**src/rtl/scroll_pkg.sv**
```systemverilog
/* scroll layer shared definitions
   sizes, CPU scroll registers, tile descriptor and FSM states */
`default_nettype none

package scroll_pkg;

    // memory and buffer sizes
    localparam int map_aw  = 14;   // 3 page + 5 row + 6 column
    localparam int pat_aw  = 17;   // 13 code + 3 fine row + 1 zero
    localparam int pxl_w   = 11;   // 1 prio + 7 palette + 3 colour
    localparam int line_aw = 9;    // 512 columns per half

    // first scan column drawn on a line
    localparam logic [8:0] hscan_start = 9'h68;

    // scroll registers as the CPU writes them
    typedef struct packed {
        logic [15:0] pages;   // four 3-bit page fields, one per quadrant
        logic [8:0]  hscr;
        logic [7:0]  vscr;
    } scroll_regs_t;

    // one tile, fetcher to drawer
    typedef struct packed {
        logic [12:0] code;    // bank bit + 12-bit tile number
        logic [7:0]  attr;    // priority and palette
        logic [2:0]  vfine;   // row inside the tile
        logic [8:0]  hstart;  // buffer column of pixel 0
    } tile_desc_t;

    typedef enum logic [1:0] {
        fetch_idle,
        fetch_map_req,
        fetch_map_wait,
        fetch_hand
    } fetch_state_e;

    typedef enum logic [1:0] {
        draw_idle,
        draw_pat_req,
        draw_pat_wait,
        draw_shift
    } draw_state_e;

endpackage

`default_nettype wire

```
**src/rtl/scroll_map_fetch.sv**
```systemverilog
/* tile map fetcher
   scrolls the scan position, picks the page per quadrant, reads the map
   entry and hands a tile descriptor to the drawer over req/ack */
`timescale 1ns/1ps
`default_nettype none

module scroll_map_fetch (
    input  wire                              clk,
    input  wire                              rst,
    input  wire                              hblank,
    input  wire  [8:0]                       vrender,
    input  wire  scroll_pkg::scroll_regs_t   regs,
    input  wire                              line_done,
    output logic                             map_req,
    output logic [scroll_pkg::map_aw-1:0]    map_addr,
    input  wire                              map_ack,
    input  wire  [15:0]                      map_data,
    output logic                             desc_req,
    output scroll_pkg::tile_desc_t           desc,
    input  wire                              desc_ack
);
    import scroll_pkg::*;

    fetch_state_e st;

    logic       hb_l;        // hblank one clk late
    logic       line_start;
    logic       pend;        // line start waiting for the FSM
    logic       done;        // drawer wrapped, no more tiles this line
    logic [8:0] vscan;       // line latched at line start
    logic [8:0] hscan;       // scan column of the next tile
    logic [8:0] hpos;
    logic [7:0] vpos;
    logic       hov;
    logic       vov;
    logic [2:0] page;
    logic [8:0] hstart;      // hscan pulled back to the tile boundary

    assign line_start = hb_l & ~hblank;   // hblank falling edge

    always_comb begin
        {hov, hpos} = {1'b0, hscan} - {1'b0, regs.hscr};
        {vov, vpos} = vscan + {1'b0, regs.vscr};
        case ({vov, hov})
            2'b10:   page = regs.pages[14:12];   // upper left
            2'b11:   page = regs.pages[10:8];    // upper right
            2'b00:   page = regs.pages[6:4];     // lower left
            default: page = regs.pages[2:0];     // lower right
        endcase
        // only the first tile is unaligned, later ones have hpos[2:0] zero
        hstart = hscan - {6'd0, hpos[2:0]};
    end

    always_ff @(posedge clk or posedge rst) begin
        if (rst) begin
            st       <= fetch_idle;
            hb_l     <= 1'b0;
            pend     <= 1'b0;
            done     <= 1'b0;
            vscan    <= '0;
            hscan    <= hscan_start;
            map_req  <= 1'b0;
            desc_req <= 1'b0;
        end else begin
            hb_l <= hblank;
            case (st)
                fetch_idle: begin
                    if (pend) begin
                        hscan <= hscan_start;
                        done  <= 1'b0;
                        pend  <= 1'b0;
                        st    <= fetch_map_req;
                    end
                end
                fetch_map_req: begin
                    if (!map_ack) begin   // previous cycle fully closed
                        map_req <= 1'b1;
                        st      <= fetch_map_wait;
                    end
                end
                fetch_map_wait: begin
                    if (map_ack) begin
                        map_req <= 1'b0;
                        st      <= fetch_hand;
                    end
                end
                fetch_hand: begin
                    if (!desc_req) begin
                        if (!desc_ack)
                            desc_req <= 1'b1;
                    end else if (desc_ack) begin
                        desc_req <= 1'b0;
                        hscan    <= desc.hstart + 9'd8;   // next tile boundary
                        st       <= (done || line_done) ? fetch_idle : fetch_map_req;
                    end
                end
                default: st <= fetch_idle;
            endcase
            // line events win over the FSM updates above
            if (line_done)
                done <= 1'b1;
            if (line_start) begin
                vscan <= vrender;
                pend  <= 1'b1;
            end
        end
    end

    // address and descriptor payload, held while req is up
    always_ff @(posedge clk) begin
        if (st == fetch_map_req && !map_ack) begin
            map_addr    <= {page, vpos[7:3], hpos[8:3]};
            desc.vfine  <= vpos[2:0];
            desc.hstart <= hstart;
        end
        if (st == fetch_map_wait && map_ack) begin
            desc.code <= {map_data[13], map_data[11:0]};   // bank + number
            desc.attr <= map_data[12:5];
        end
    end

endmodule

`default_nettype wire

```
**config.mk**
```make
export PLATFORM = sky130hd
export DESIGN_NAME = scroll_map_fetch
export DESIGN_NICKNAME = d
export VERILOG_FILES = /design/src/rtl/scroll_pkg.sv /design/src/rtl/scroll_map_fetch.sv
export SDC_FILE = /design/constraint.sdc
export NUM_CORES = 1
export LEC_CHECK = 0
export BUFFER_PORTS_ARGS = -buffer_cell sky130_fd_sc_hd__buf_2
export CAP_MARGIN = 20
export CORE_MARGIN = 3
export CORE_UTILIZATION = 35
export DETAILED_ROUTE_END_ITERATION = 8
export GPL_TIMING_DRIVEN = 0
export PLACE_DENSITY = 0.67
export SLEW_MARGIN = 20
export SYNTH_ARGS = -nofsm -noshare
export SYNTH_HDL_FRONTEND = slang
export SYNTH_SLANG_ARGS = --single-unit
export TNS_END_PERCENT = 1
```
**constraint.sdc**
```tcl
create_clock -name clk -period 5.1 [get_ports clk]
set_input_delay 0.51 -clock clk [delete_from_list [all_inputs] [get_ports clk]]
set_output_delay 0.51 -clock clk [all_outputs]
set_load 0.01 [all_outputs]
```
==> flow_summary.yaml <==
routing:
  final_antenna_net_count: 0
  drt_iter0_drc: 86
  wl_per_cell_um: 13.6
  drc: 0
  num_vias: 2465
  drt-pass1-iter-count: 4
  wl_um: 7190
  routed_via_density: 4.67
logic_synthesis:
  ys_ff_latch: 65
  synth.largest_area_cell: "edfxtp_1"
  ys.flop_type: "edfxtp_1"
  synth_area_um2: 3370
  ys_warn_count: 0
  synth_area_leaders: "edfxtp_1 (36%), dfrtp_1 (16%), ha_1 (8.9%), xnor2_1 (3.6%), mux2_1 (3.3%)"
  ys_types: 43
  postSynth.asyncResetShare: 0.385
  synth_top_area_frac: 0.356
  syn-num-nets: 367
  yosysSeqAreaShare: 0.543
  synth_edf_count: 40
  netlist_instances: 276
  postSynthAreaPerCell_um2: 12.2
clock_network:
  clockBufferDepth: 2
  clock_sinks: 65
  cts-root-buf: "clkbuf_8"
  clk-insertion-delay-late_ns: 0.34
  cts_setup_buffers: 0
  htreeDepth: 3
  cts_tree: "done"
  cts_buffers: 9
  cts_resized: 0
  holdBufCountCts: 0
  clk_pin_slew_worst_paths_ns: 0.08
global_routing:
  grt_pass1_wl_um: 11800
  grt_pass1_vias: 2501
  antenna_found_initial: 0
  grt_remaining_overflow: 0
  grt_max_degree: 26
  track_usage: 0.137
power_and_ir_drop:
  p_int_uw: 1380
  p_sw_uw: 713
  pwr-share-seq: 0.394
  pwr-share-clk: 0.228
  p_leak_uw: 0.00194
  ir_worst_vdd_uv: 176
  finalPower_uw: 2100
  p_comb_frac: 0.378
  p_per_area_nw_per_um2: 487
  switching_share: 0.340
sta:
  skew_ns: 0.00899
  slew_violations: 0
  rsz0062_at_grt: "no"
  finalHoldWorstSlack_ns: 0.250
  period_minus_slack_ns: 2.98
  worst_slew_pin_slew_ns: 0.925
  slew_headroom: 0.379
  tns_ns: 0
  fmax_ghz: 0.336
  hold_viol: 0
  setup_viol: 0
  post-route-period-util: 0.584
placed_design:
  post-place-cells: 512
  io_buffer_count: 106
  post-dp-hpwl_um: 5540
  place_congestion: 0.799
floorplanning:
  die-area_um2: 10900
  die_y_um: 104
  start_util: 0.363
  rows: 35
  core_um2: 9280
  dieWidth_um: 104
  io_pins: 113
critical_path:
  crit_chain: "inv_1, ha_1, inv_1, fa_1, xnor2_1, ha_1, a211oi_1, nand2_1, or3_1, xnor2_1"
  rrSetupSlack_ns: 2.12
  critical_path.startpoint_type: "flop"
  slowest_delay_ns: 0.46
  cp_slowest_cell: "fa_1"
  worstPathRequired_ns: 5.18
  cp-end-kind: "flop"
  rr_worst_depth: 10
  crit_type: "flop to flop"
  arrival_ns: 3.06
  crit_fanout: 4
  worstReg2RegEnd: "desc[8]"
  r2r_start: "hscan[0]"
final_layout:
  final_cells: 528
  area_growth_pct: 27.8
  nNetsFinal: 485
  insertedDiodeCount: 0
  drive_above_1_share: 0.341
worst_hold_path:
  holdCritPathClass: "input pin to asynchronous set/reset pin"
status:
  status: "finished clean"
run:
  max_cap_viol_count: 0
sequential cells by signal, summed over array words and instances (netlist names):
| signal | count |
|---|---|
| done | 1 |
| st | 2 |
| pend | 1 |
| map_addr | 14 |
| map_req | 1 |
| desc | 26 |
| hscan | 9 |
| desc_req | 1 |
| vscan | 9 |
| hb_l | 1 |
power groups by stage:
stage                     clock network (µW)  registers [µW]  logic (µW)
after floorplan                            0             856         535
after global placement                     0             834         761
after detailed placement                   0             840         801
after CTS                                499             829         803
after global routing                     523             846         892
final                                    477             827         794
metrics by stage:
step,utilization,instance area (µm²),setup WS (ns)
2_1_floorplan,-,3370,2.33
3_5_place_dp,0.441,4090,2.00
4_1_cts,0.464,4310,2.10
6_report,0.464,4310,2.12
5_1_grt,0.464,4310,1.90
3_3_place_gp,0.438,4070,2.02
cell type report:
cell class / count / area [µm²]
multi-input combinational: 185 / 1430
buffer: 9 / 60.1
timing repair buffer: 107 / 551
clock inverter: 7 / 93.8
sequential: 65 / 1830
fill: 914 / 4970
clock buffer: 9 / 124
tap: 129 / 161
inverter: 17 / 63.8
cells in the mapped netlist, types with 2 or more instances:
cell,n
nor2b_1,3
ha_1,24
and2_1,4
edfxtp_1,40
nand4_1,2
inv_1,16
o32a_1,3
nor2_1,15
o41ai_1,2
xnor2_1,14
a2bb2oi_1,4
a21oi_1,8
a22o_1,3
o21ai_0,7
o21a_1,2
fa_1,3
nor3_1,3
nand2_1,20
or4b_1,3
a21boi_0,3
buf_4,7
mux2_1,10
a211oi_1,5
nand3_1,3
clkbuf_1,2
mux2i_1,2
dfstp_2,3
xor2_1,9
o21ai_1,8
dfrtp_1,22
and3_1,8
a21o_1,7
kinds of logic (layout without fill, tap and decap cells):
logic type | after synthesis | in the layout | share of synthesized area
buffers and inverters | 26 | 149 | 0.0367
adders and majority gates | 27 | 27 | 0.107
xor gates and xnor gates | 23 | 23 | 0.0597
AOI/OAI and AO/OA | 55 | 55 | 0.112
muxes | 12 | 12 | 0.0393
DFF | 65 | 65 | 0.543
and+or+nand+nor | 68 | 68 | 0.102
critical path, delay by kind of cell, from the launching register on:
family | cells | cell delay [ns]
flip-flops | 1 | 0.40
adder cells (fa/ha/maj) | 3 | 0.97
AO/OA/AOI/OAI | 1 | 0.39
buffers and inverters | 2 | 0.17
XOR/XNOR | 2 | 0.30
AND/OR/NAND/NOR | 2 | 0.49
layout by cell type, fill, tap and decap left out, drive strengths merged, types with 10 or more instances in the layout:
cell	count
o21ai	15
inv	17
edfxtp	40
clkbuf	11
dfrtp	22
xnor2	14
mux2	10
buf	114
ha	24
nand2	20
nor2	16
per-layer routing:
metal  routed length [µm]  global-route usage  share of wire  vias up
met3                  473              0.0515          0.066        7
met5                    0                   0              0        -
met2                 3670               0.238           0.51       67
met1                 2950               0.154           0.41     1155
li1                     -                   -              -     1236
met4                  101              0.0494          0.014        0
how the worst max path moves through the flow:
stage	startpoint	to	slack [ns]	depth (start not counted)
CTS	hscan[0]	desc[8]	2.10	10
global placement	regs[8]	desc[8]	2.02	10
detailed placement	regs[8]	desc[8]	2.00	10
global route	hscan[0]	desc[8]	1.90	10
finish	hscan[0]	desc[8]	2.12	10
floorplan	regs[8]	desc[8]	2.33	9
(Power assumes the default switching activity.)
