--- src/rtl/scroll_pkg.sv ---
/* scroll layer shared definitions
   sizes, CPU scroll registers, tile descriptor and FSM states */
`default_nettype none

package scroll_pkg;

    // memory and buffer sizes
    localparam int map_aw  = 14;   // 3 page + 5 row + 6 column
    localparam int pat_aw  = 17;   // 13 code + 3 fine row + 1 zero
    localparam int pxl_w   = 11;   // 1 prio + 7 palette + 3 colour
    localparam int line_aw = 9;    // 512 columns per half

    // first scan column drawn on a line
    localparam logic [8:0] hscan_start = 9'h68;

    // scroll registers as the CPU writes them
    typedef struct packed {
        logic [15:0] pages;   // four 3-bit page fields, one per quadrant
        logic [8:0]  hscr;
        logic [7:0]  vscr;
    } scroll_regs_t;

    // one tile, fetcher to drawer
    typedef struct packed {
        logic [12:0] code;    // bank bit + 12-bit tile number
        logic [7:0]  attr;    // priority and palette
        logic [2:0]  vfine;   // row inside the tile
        logic [8:0]  hstart;  // buffer column of pixel 0
    } tile_desc_t;

    typedef enum logic [1:0] {
        fetch_idle,
        fetch_map_req,
        fetch_map_wait,
        fetch_hand
    } fetch_state_e;

    typedef enum logic [1:0] {
        draw_idle,
        draw_pat_req,
        draw_pat_wait,
        draw_shift
    } draw_state_e;

endpackage

`default_nettype wire

--- src/rtl/scroll_tile_draw.sv ---
/* tile drawer
   takes a descriptor, fetches its pattern word and writes eight pixels,
   one per clk, into the back half of the line buffer */
`timescale 1ns/1ps
`default_nettype none

module scroll_tile_draw (
    input  wire                              clk,
    input  wire                              rst,
    input  wire                              desc_req,
    input  wire  scroll_pkg::tile_desc_t     desc,
    output logic                             desc_ack,
    output logic                             pat_req,
    output logic [scroll_pkg::pat_aw-1:0]    pat_addr,
    input  wire                              pat_ack,
    input  wire  [23:0]                      pat_data,
    output logic                             buf_we,
    output logic [scroll_pkg::line_aw-1:0]   buf_addr,
    output logic [scroll_pkg::pxl_w-1:0]     buf_data,
    output logic                             line_done
);
    import scroll_pkg::*;

    draw_state_e st;

    tile_desc_t  cur;      // tile being drawn
    logic [23:0] planes;   // three bit planes, msb is the next pixel
    logic [8:0]  col;      // buffer column
    logic [2:0]  cnt;      // pixel inside the tile

    assign pat_addr = {cur.code, cur.vfine, 1'b0};
    assign buf_we   = (st == draw_shift);
    assign buf_addr = col;
    assign buf_data = {cur.attr, planes[23], planes[15], planes[7]};

    always_ff @(posedge clk or posedge rst) begin
        if (rst) begin
            st        <= draw_idle;
            desc_ack  <= 1'b0;
            pat_req   <= 1'b0;
            line_done <= 1'b0;
            col       <= '0;
            cnt       <= '0;
        end else begin
            line_done <= 1'b0;
            if (desc_ack && !desc_req)
                desc_ack <= 1'b0;   // close the descriptor handshake
            case (st)
                draw_idle: begin
                    if (desc_req && !desc_ack) begin
                        desc_ack <= 1'b1;
                        st       <= draw_pat_req;
                    end
                end
                draw_pat_req: begin
                    if (!pat_ack) begin
                        pat_req <= 1'b1;
                        st      <= draw_pat_wait;
                    end
                end
                draw_pat_wait: begin
                    if (pat_ack) begin
                        pat_req <= 1'b0;
                        col     <= cur.hstart;
                        cnt     <= '0;
                        st      <= draw_shift;
                    end
                end
                draw_shift: begin
                    col <= col + 9'd1;   // wraps freely, writes not gated
                    cnt <= cnt + 3'd1;
                    if (&col)
                        line_done <= 1'b1;   // just wrote column 511
                    if (&cnt)
                        st <= draw_idle;
                end
                default: st <= draw_idle;
            endcase
        end
    end

    // descriptor and pattern payload
    always_ff @(posedge clk) begin
        if (st == draw_idle && desc_req && !desc_ack)
            cur <= desc;
        if (st == draw_pat_wait && pat_ack) begin
            planes <= pat_data;
        end else if (st == draw_shift) begin
            planes[23:16] <= planes[23:16] << 1;
            planes[15:8]  <= planes[15:8] << 1;
            planes[7:0]   <= planes[7:0] << 1;
        end
    end

endmodule

`default_nettype wire

--- config.mk ---
export PLATFORM = sky130hd
export DESIGN_NAME = scroll_tile_draw
export DESIGN_NICKNAME = d
export VERILOG_FILES = /design/src/rtl/scroll_pkg.sv /design/src/rtl/scroll_tile_draw.sv
export SDC_FILE = /design/constraint.sdc
export NUM_CORES = 1
export LEC_CHECK = 0
export BUFFER_PORTS_ARGS = -buffer_cell sky130_fd_sc_hd__clkbuf_2
export CAP_MARGIN = 10
export CORE_MARGIN = 2
export CORE_UTILIZATION = 57
export CTS_BUF_LIST = sky130_fd_sc_hd__clkbuf_4 sky130_fd_sc_hd__clkbuf_8
export CTS_CLUSTER_SIZE = 16
export DETAILED_ROUTE_END_ITERATION = 10
export GPL_TIMING_DRIVEN = 0
export PLACE_DENSITY = 0.95
export SETUP_SLACK_MARGIN = 0.02
export SYNTH_ARGS = -nofsm -noshare
export SYNTH_HDL_FRONTEND = slang
export SYNTH_SLANG_ARGS = --single-unit
--- constraint.sdc ---
create_clock -name clk -period 5.22 [get_ports clk]
set_clock_uncertainty 0.05 [all_clocks]
set_input_delay 0.522 -clock clk [delete_from_list [all_inputs] [get_ports clk]]
set_output_delay 0.522 -clock clk [all_outputs]
set_load 0.05 [all_outputs]
==> impl_metrics.py, run 1 <==
metrics = {
    "sta": {
        "setup_viol": 0,
        "max_slew_margin_pct": 36.7,
        "rsz0062_at_grt": "no",
        "final_max_slew_viol_count": 0,
        "tns_ps": 0,
        "period_share_pct": 45.0,
        "period_minus_slack_ps": 2350,
        "fmax_ghz": 0.426,
        "layout_setup_ws_ps": 2870,
        "worst_slew_pin_slew_ps": 947,
        "final-hold-violation-count": 0,
    },
    "worst_setup_path": {
        "critical_path_buf_inv_count": 2,
        "path_class": "reg2reg",
        "reg2reg_slack_ps": 2870,
        "critPathMaxFanout": 24,
        "required_ps": 5040,
        "critPathCaptureType": "register",
        "crit_path_top_delay_cell": "nand2_1",
        "cp_data_arrival_time_ps": 2170,
        "crit_path_start_kind": "register",
        "cp_cell_sequence": "inv_1 -> ha_1 -> nand2_2 -> buf_2 -> nand2_1",
        "slowest_delay_ps": 600,
        "crit_family": "simple AND/OR/NAND/NOR gates",
    },
    "placed_design": {
        "io_buffers": 100,
        "gp_congestion": 0.847,
        "dpl_cell_area_sq_um": 3830,
        "post-dp-hpwl_mm": 4.34,
        "dp_slack_ps": 2840,
        "dp_cells": 393,
    },
    "cells_and_area": {
        "fin_cells": 409,
        "antenna_cells": 0,
        "drive_gt1_share_pct": 52.8,
        "area_delta_synth_final_pct": 25.8,
        "ff_latch_area_sq_um": 2140,
        "final_common_cell": "clkbuf_2",
        "final_nets": 402,
        "final_area_sq_um": 4050,
        "fill_cells": 347,
        "multiInputGateArea_sq_um": 808,
        "final_cell_mix": "100 x clkbuf_2, 57 x edfxtp_1, 28 x buf_4",
    },
    "pwr": {
        "p_switching_mw": 0.973,
        "total_power_mw": 2.52,
        "clkPwrFrac_pct": 19.4,
        "cell_internal_pwr_mw": 1.54,
        "p_leak_nw": 1.81,
        "power_density_nw_per_um2": 621,
        "peakVddDrop_mv": 0.445,
        "power_frac_seq_pct": 40.2,
        "p_comb_share_pct": 40.5,
        "swShare_pct": 38.7,
    },
    "route": {
        "routedWlPerCell_um": 14.8,
        "drtIter0Drc": 106,
        "ant_nets": 0,
        "first_pass_iters": 4,
        "drt_wl_total_mm": 6.06,
        "drc": 0,
        "post_drt_via_cell_ratio": 5.21,
        "vias": 2129,
    },
    "global_routing": {
        "grt_overflow": 0,
        "track_usage_pct": 20.8,
        "grt_pass1_vias": 2241,
        "grt_pass1_wl_mm": 9.88,
        "antenna_found_initial": 0,
        "grt_max_degree": 25,
    },
    "die": {
        "die-area_sq_um": 6260,
        "ios": 102,
        "die_x_um": 79.1,
        "die_y_um": 79.1,
        "core_region_area_sq_um": 5470,
        "initial_utilization_pct": 58.8,
        "rows": 27,
    },
    "logic_synthesis": {
        "synth-compound-area-share_pct": 7.00,
        "synth_top_family_by_area": "multiplexers",
        "synth_seq_cells": 74,
        "synth-simple-area-share_pct": 5.17,
        "synthMuxAreaShare_pct": 9.25,
        "synth.distinct_cells": 33,
        "syn-num-nets": 290,
        "netlist_area_sq_um": 3220,
        "synth.avg_cell_area_sq_um": 14.6,
        "ys_warn_count": 0,
        "synthAdderAreaFrac_pct": 3.50,
        "yosysSeqAreaShare_pct": 66.4,
        "synth-xor-area-share_pct": 0,
        "synth_cells": 220,
    },
    "cts": {
        "clk_path_buf_depth": 2,
        "htreeDepth": 3,
        "cts_tree": "built",
        "cts_resized": 0,
        "cts_buffers": 9,
        "cts_sinks": 74,
        "cts_setup_buffers": 0,
        "clk_latency_ps": 340,
        "cts-root-buf": "clkbuf_8",
        "cts-hold-fix-buffers": 0,
        "clk_pin_slew_ps": 80,
    },
    "worst_hold_path": {
        "hp-class": "in2async",
    },
    "flow_run": {
        "drv_cap": 0,
    },
    "run_status": {
        "outcome": "finished clean",
    },
}
## cell usage after synthesis
library cell	instances	area share, %
edfxtp_1	57	53
buf_4	28	6.5
mux2_2	21	7.3
dfrtp_1	17	13
ha_1	9	3.5
nand2_1	9	1.0
inv_1	8	0.93
o21ai_0	8	1.2
a21oi_1	7	1.1
buf_2	7	1.1
nor2_1	6	0.70
and3_1	5	0.97
mux2i_1	5	1.6
o22ai_1	5	0.97
nor3_1	4	0.62
o22a_1	4	1.1
nand3_1	3	0.47
a32o_1	2	0.62
a221oi_2	1	0.47
a2bb2oi_1	1	0.27
a31oi_1	1	0.19
and2_1	1	0.19
conb_1	1	0.12
mux2_1	1	0.35
nand2_2	1	0.19
nand2b_1	1	0.19
nand2b_2	1	0.27
nand4_1	1	0.19
o21a_1	1	0.23
o21ai_2	1	0.27
o21bai_1	1	0.23
o311a_1	1	0.31
or4b_1	1	0.31
## registers in the layout, summed over array words and instances (netlist names), 2 cells and up
name	cells
buf_data	8
st	2
cur	9
pat_addr	16
cnt	3
buf_addr	9
planes	24
## logic make-up after synthesis
group / after synthesis
simple gates: 33
mux: 27
compound gates: 33
flops: 74
buf+inv: 43
fa+ha+maj: 9
other cells: 1
## final timing paths
path | start | depth (start not counted) | to
min in group clk | desc[2] | 1 | cur[2]
max in group asynchronous | rst | 2 | buf_addr[6]
hold reg to reg | cnt[0] | 1 | cnt[0]
setup reg to reg | st[0] | 5 | planes[22]
setup / recovery | st[0] | 5 | planes[22]
hold / removal | rst | 2 | desc_ack
## power by group through the flow
stage,Combinational [mW],Sequential [mW],Clock [mW]
finish,1.02,1.01,0.487
detailed placement,1.01,1.02,0
global placement,0.973,1.01,0
CTS,1.02,1.01,0.495
floorplan,0.666,1.13,0
global route,1.10,1.03,0.520
## through the flow
stage          hold WS (ps)  utilization (%)
4_1_cts                 230             74.0
3_5_place_dp            439             69.9
6_report                210             74.0
2_1_floorplan           398                -
3_3_place_gp            429             69.6
5_1_grt                 261             74.0
## layout make-up
| type | count | area share (%) |
|---|---|---|
| Buffer | 35 | 6.06 |
| Clock buffer | 10 | 3.25 |
| Sequential cell | 74 | 52.8 |
| Tap cell | 72 | 2.23 |
| Multi-Input combinational cell | 103 | 20.0 |
| Clock inverter | 6 | 2.23 |
| Timing Repair Buffer | 101 | 12.7 |
| Inverter | 8 | 0.742 |
## metal layers
| layer | wire [um] | GRT usage [%] | part of all wire, % | vias to the layer above |
|---|---|---|---|---|
| li1 | - | - | - | 1004 |
| met1 | 2350 | 23.2 | 39 | 1012 |
| met2 | 3110 | 36.6 | 51 | 106 |
| met3 | 532 | 7.27 | 8.8 | 7 |
| met4 | 66 | 7.59 | 1.1 | 0 |
| met5 | 0 | 0 | 0 | - |
Power figures use the tool's default switching activity.
==> run 2, diff against run 1 <==
--- a/config.mk
+++ b/config.mk
@@ -5,15 +5,16 @@
 export SDC_FILE = /design/constraint.sdc
 export NUM_CORES = 1
 export LEC_CHECK = 0
+export ABC_AREA = 1
 export BUFFER_PORTS_ARGS = -buffer_cell sky130_fd_sc_hd__clkbuf_2
 export CAP_MARGIN = 10
 export CORE_MARGIN = 2
-export CORE_UTILIZATION = 57
+export CORE_UTILIZATION = 48
 export CTS_BUF_LIST = sky130_fd_sc_hd__clkbuf_4 sky130_fd_sc_hd__clkbuf_8
 export CTS_CLUSTER_SIZE = 16
 export DETAILED_ROUTE_END_ITERATION = 10
 export GPL_TIMING_DRIVEN = 0
-export PLACE_DENSITY = 0.95
+export PLACE_DENSITY = 0.89
 export SETUP_SLACK_MARGIN = 0.02
 export SYNTH_ARGS = -nofsm -noshare
 export SYNTH_HDL_FRONTEND = slang
==> constraint.sdc (replaced) <==
create_clock -name clk -period 1.9 [get_ports clk]
set_clock_uncertainty 0.05 [all_clocks]
set_input_delay 0.19 -clock clk [delete_from_list [all_inputs] [get_ports clk]]
set_output_delay 0.19 -clock clk [all_outputs]
set_load 0.05 [all_outputs]
==> run 2 against run 1 <==
Against the previous run:
- clock-buffer cell count decreased by 1
- final area increased by 11%
- critical path depth decreased by 1
- register-to-register slack got worse by 2700 ps
- die area increased by 21%
- synthesized cell count increased by 16%
- non-clock buffer count increased by 31
- worst hold slack got worse by 200 ps
==> impl_metrics.py, run 2 <==
metrics = {
    "logic_synthesis": {
        "synthTopCellsByCount": "57 x edfxtp_1, 44 x nand2_1, 28 x buf_4, 22 x nor2_1",
        "synth_seq_cells": 74,
        "yosys.area.top_type": "edfxtp_1",
        "synth.distinct_cells": 24,
        "synthFlopType": "edfxtp_1",
        "async_flop_share_pct": 23.0,
        "synthTopCellsByArea": "edfxtp_1 52%, dfrtp_1 13%, mux2_4 6.8%",
        "synth_edf_count": 57,
        "synth_most_common_cell": "edfxtp_1",
        "synth_cells": 256,
        "yosysTopAreaCellShare_pct": 51.7,
        "yosysSeqAreaShare_pct": 64.6,
        "netlist_area_sq_um": 3310,
        "syn-num-nets": 326,
        "ys_warn_count": 0,
        "synth.avg_cell_area_sq_um": 12.9,
    },
    "placed_design": {
        "post-dp-hpwl_mm": 4.26,
        "io_buffers": 100,
        "gp_congestion": 0.853,
    },
    "pwr": {
        "p_leak_nw": 2.10,
        "power_density_nw_per_um2": 1520,
        "total_power_mw": 6.82,
        "peakVddDrop_mv": 0.670,
    },
    "worst_setup_path": {
        "required_ps": 1850,
        "critPathMaxFanout": 17,
        "path_class": "reg2reg",
        "cp_data_arrival_time_ps": 1700,
        "crit_path_top_delay_cell": "nor2_4",
        "reg2reg_slack_ps": 140,
        "critPathLaunch": "st[0]",
        "worstReg2RegStart": "st[0]",
        "critPathCaptureType": "register",
        "r2r_cells": 4,
        "cp_cell_sequence": "inv_1 -> ha_1 -> nand2_1 -> nor2_4",
        "reg2reg_to": "pat_addr[6]",
        "crit_path_start_kind": "register",
        "slowest_delay_ps": 450,
    },
    "cts": {
        "cts_buffers": 9,
        "clk_pin_slew_ps": 80,
        "htreeDepth": 3,
        "clk_latency_ps": 350,
        "cts_setup_buffers": 0,
        "cts_sinks": 74,
        "cts_tree": "built",
        "cts-root-buf": "clkbuf_8",
        "clk_path_buf_depth": 2,
    },
    "worst_hold_path": {
        "hold_path.startpoint": "desc_req",
        "min_path_cells": 3,
        "hold_end": "desc_ack",
        "hp-class": "in2reg",
    },
    "route": {
        "post_drt_via_cell_ratio": 4.79,
        "drtIter0Drc": 145,
        "drc": 0,
        "vias": 2335,
        "drt_wl_total_mm": 7.03,
        "ant_nets": 0,
        "routedWlPerCell_um": 14.4,
        "first_pass_iters": 5,
    },
    "die": {
        "rows": 30,
        "die_y_um": 87.0,
        "core_region_area_sq_um": 6720,
        "die_x_um": 87.0,
        "initial_utilization_pct": 49.2,
        "ios": 102,
        "die-area_sq_um": 7570,
    },
    "cells_and_area": {
        "largest_reg_flops": 24,
        "final_nets": 472,
        "antenna_cells": 0,
        "final_common_cell": "clkbuf_2",
        "regMostFlops": "planes",
        "final_cell_mix": "100 x clkbuf_2, 57 x edfxtp_1, 43 x nand2_1",
        "drive_gt1_share_pct": 44.5,
        "area_delta_synth_final_pct": 35.7,
        "fill_cells": 495,
    },
    "run_status": {
        "outcome": "finished clean",
    },
    "global_routing": {
        "grt_overflow": 0,
        "grt_max_degree": 25,
        "antenna_found_initial": 0,
        "grt_pass1_vias": 2375,
        "grt_pass1_wl_mm": 10.8,
        "track_usage_pct": 19.1,
    },
    "sta": {
        "final_max_slew_viol_count": 0,
        "worst_slew_pin_slew_ps": 697,
        "fmax_ghz": 0.569,
        "tns_ps": 0,
        "rsz0062_at_grt": "no",
        "final-hold-violation-count": 0,
        "period_share_pct": 92.5,
        "period_minus_slack_ps": 1760,
        "max_slew_margin_pct": 53.5,
        "setup_viol": 0,
    },
    "flow_run": {
        "drv_cap": 0,
    },
}
run 2: cell count changes after synthesis, sizes merged, moves of 4 or more:
cell   previous run  this run
and3              5         0
inv               8        18
mux2i             5         0
nand2            10        46
nand3             3        10
nor2              6        22
nor3              4         0
o22a              4         0
o22ai             5         0
run 2: how the worst max path moves through the flow:
stage / slack (ps) / to / cells after the start
after detailed placement: -150 / planes[15] / 5
after global placement: -110 / planes[14] / 5
after floorplan: 60 / planes[0] / 3
after CTS: 40 / planes[8] / 5
after global routing: 20 / buf_data[5] / 4
final: 140 / pat_addr[6] / 4
run 2: what timing repair did:
item / in CTS / in global routing
hold buffers: 34 / 0
endpoints found under the hold margin: 50 / 0
resized for setup: 2 / 2
setup endpoints to repair: 57 / 43
gates cloned: 1 / 0
pin swaps: 1 / 0
run 2: per-layer routing:
| metal | GRT usage [%] | wire length [um] | vias to the layer above |
|---|---|---|---|
| li1 | - | - | 1130 |
| met1 | 21.8 | 2770 | 1102 |
| met2 | 32.7 | 3650 | 93 |
| met3 | 6.82 | 507 | 10 |
| met4 | 7.24 | 108 | 0 |
| met5 | 0 | 0 | - |
run 2: kinds of logic after synthesis:
| logic type | count (synthesis) | synth area share [%] |
|---|---|---|
| xor gates and xnor gates | 1 | 0.265 |
| buffers and inverters | 51 | 9.72 |
| other | 1 | 0.113 |
| muxes | 21 | 8.85 |
| AOI/OAI and AO/OA | 18 | 2.91 |
| adders and majority gates | 9 | 3.40 |
| DFF | 74 | 64.6 |
| and+or+nand+nor | 81 | 10.1 |
run 2: critical path, delay by kind of cell (launching register included):
family / cells / cell delay (ps)
buffers and inverters: 1 / 130
DFF: 1 / 420
and+or+nand+nor: 2 / 610
adders and majority gates: 1 / 200
run 2: final cells by class:
cell class | instances | area, sq um | share of cell area (%)
plain buffers | 33 | 254 | 5.66
clock buffers | 9 | 124 | 2.76
clock inverters | 7 | 77.6 | 1.73
inverters | 18 | 67.6 | 1.51
multi-input cells | 132 | 887 | 19.8
flip-flops and latches | 74 | 2140 | 47.6
well taps | 80 | 100 | 2.23
repair buffers | 134 | 841 | 18.7
run 2: through the flow:
step | utilization, % | hold slack, ps | cell area, sq um | worst slack (ps) | instances
final | 66.8 | 5.75 | 4490 | 143 | 487
after global routing | 66.8 | 36.0 | 4490 | 22.2 | 487
after CTS | 66.6 | 3.54 | 4480 | 38.2 | 487
after detailed placement | 58.3 | 269 | 3920 | -152 | 436
after global placement | 58.3 | 249 | 3920 | -114 | 436
after floorplan | - | 66.1 | 3320 | 63.0 | 256
run 2: where the power goes:
group / leakage (nW) / internal [mW] / switching [mW]
sequential: 0.735 / 2.43 / 0.263
combinational: 1.27 / 1.02 / 1.86
clock: 0.0998 / 0.615 / 0.638
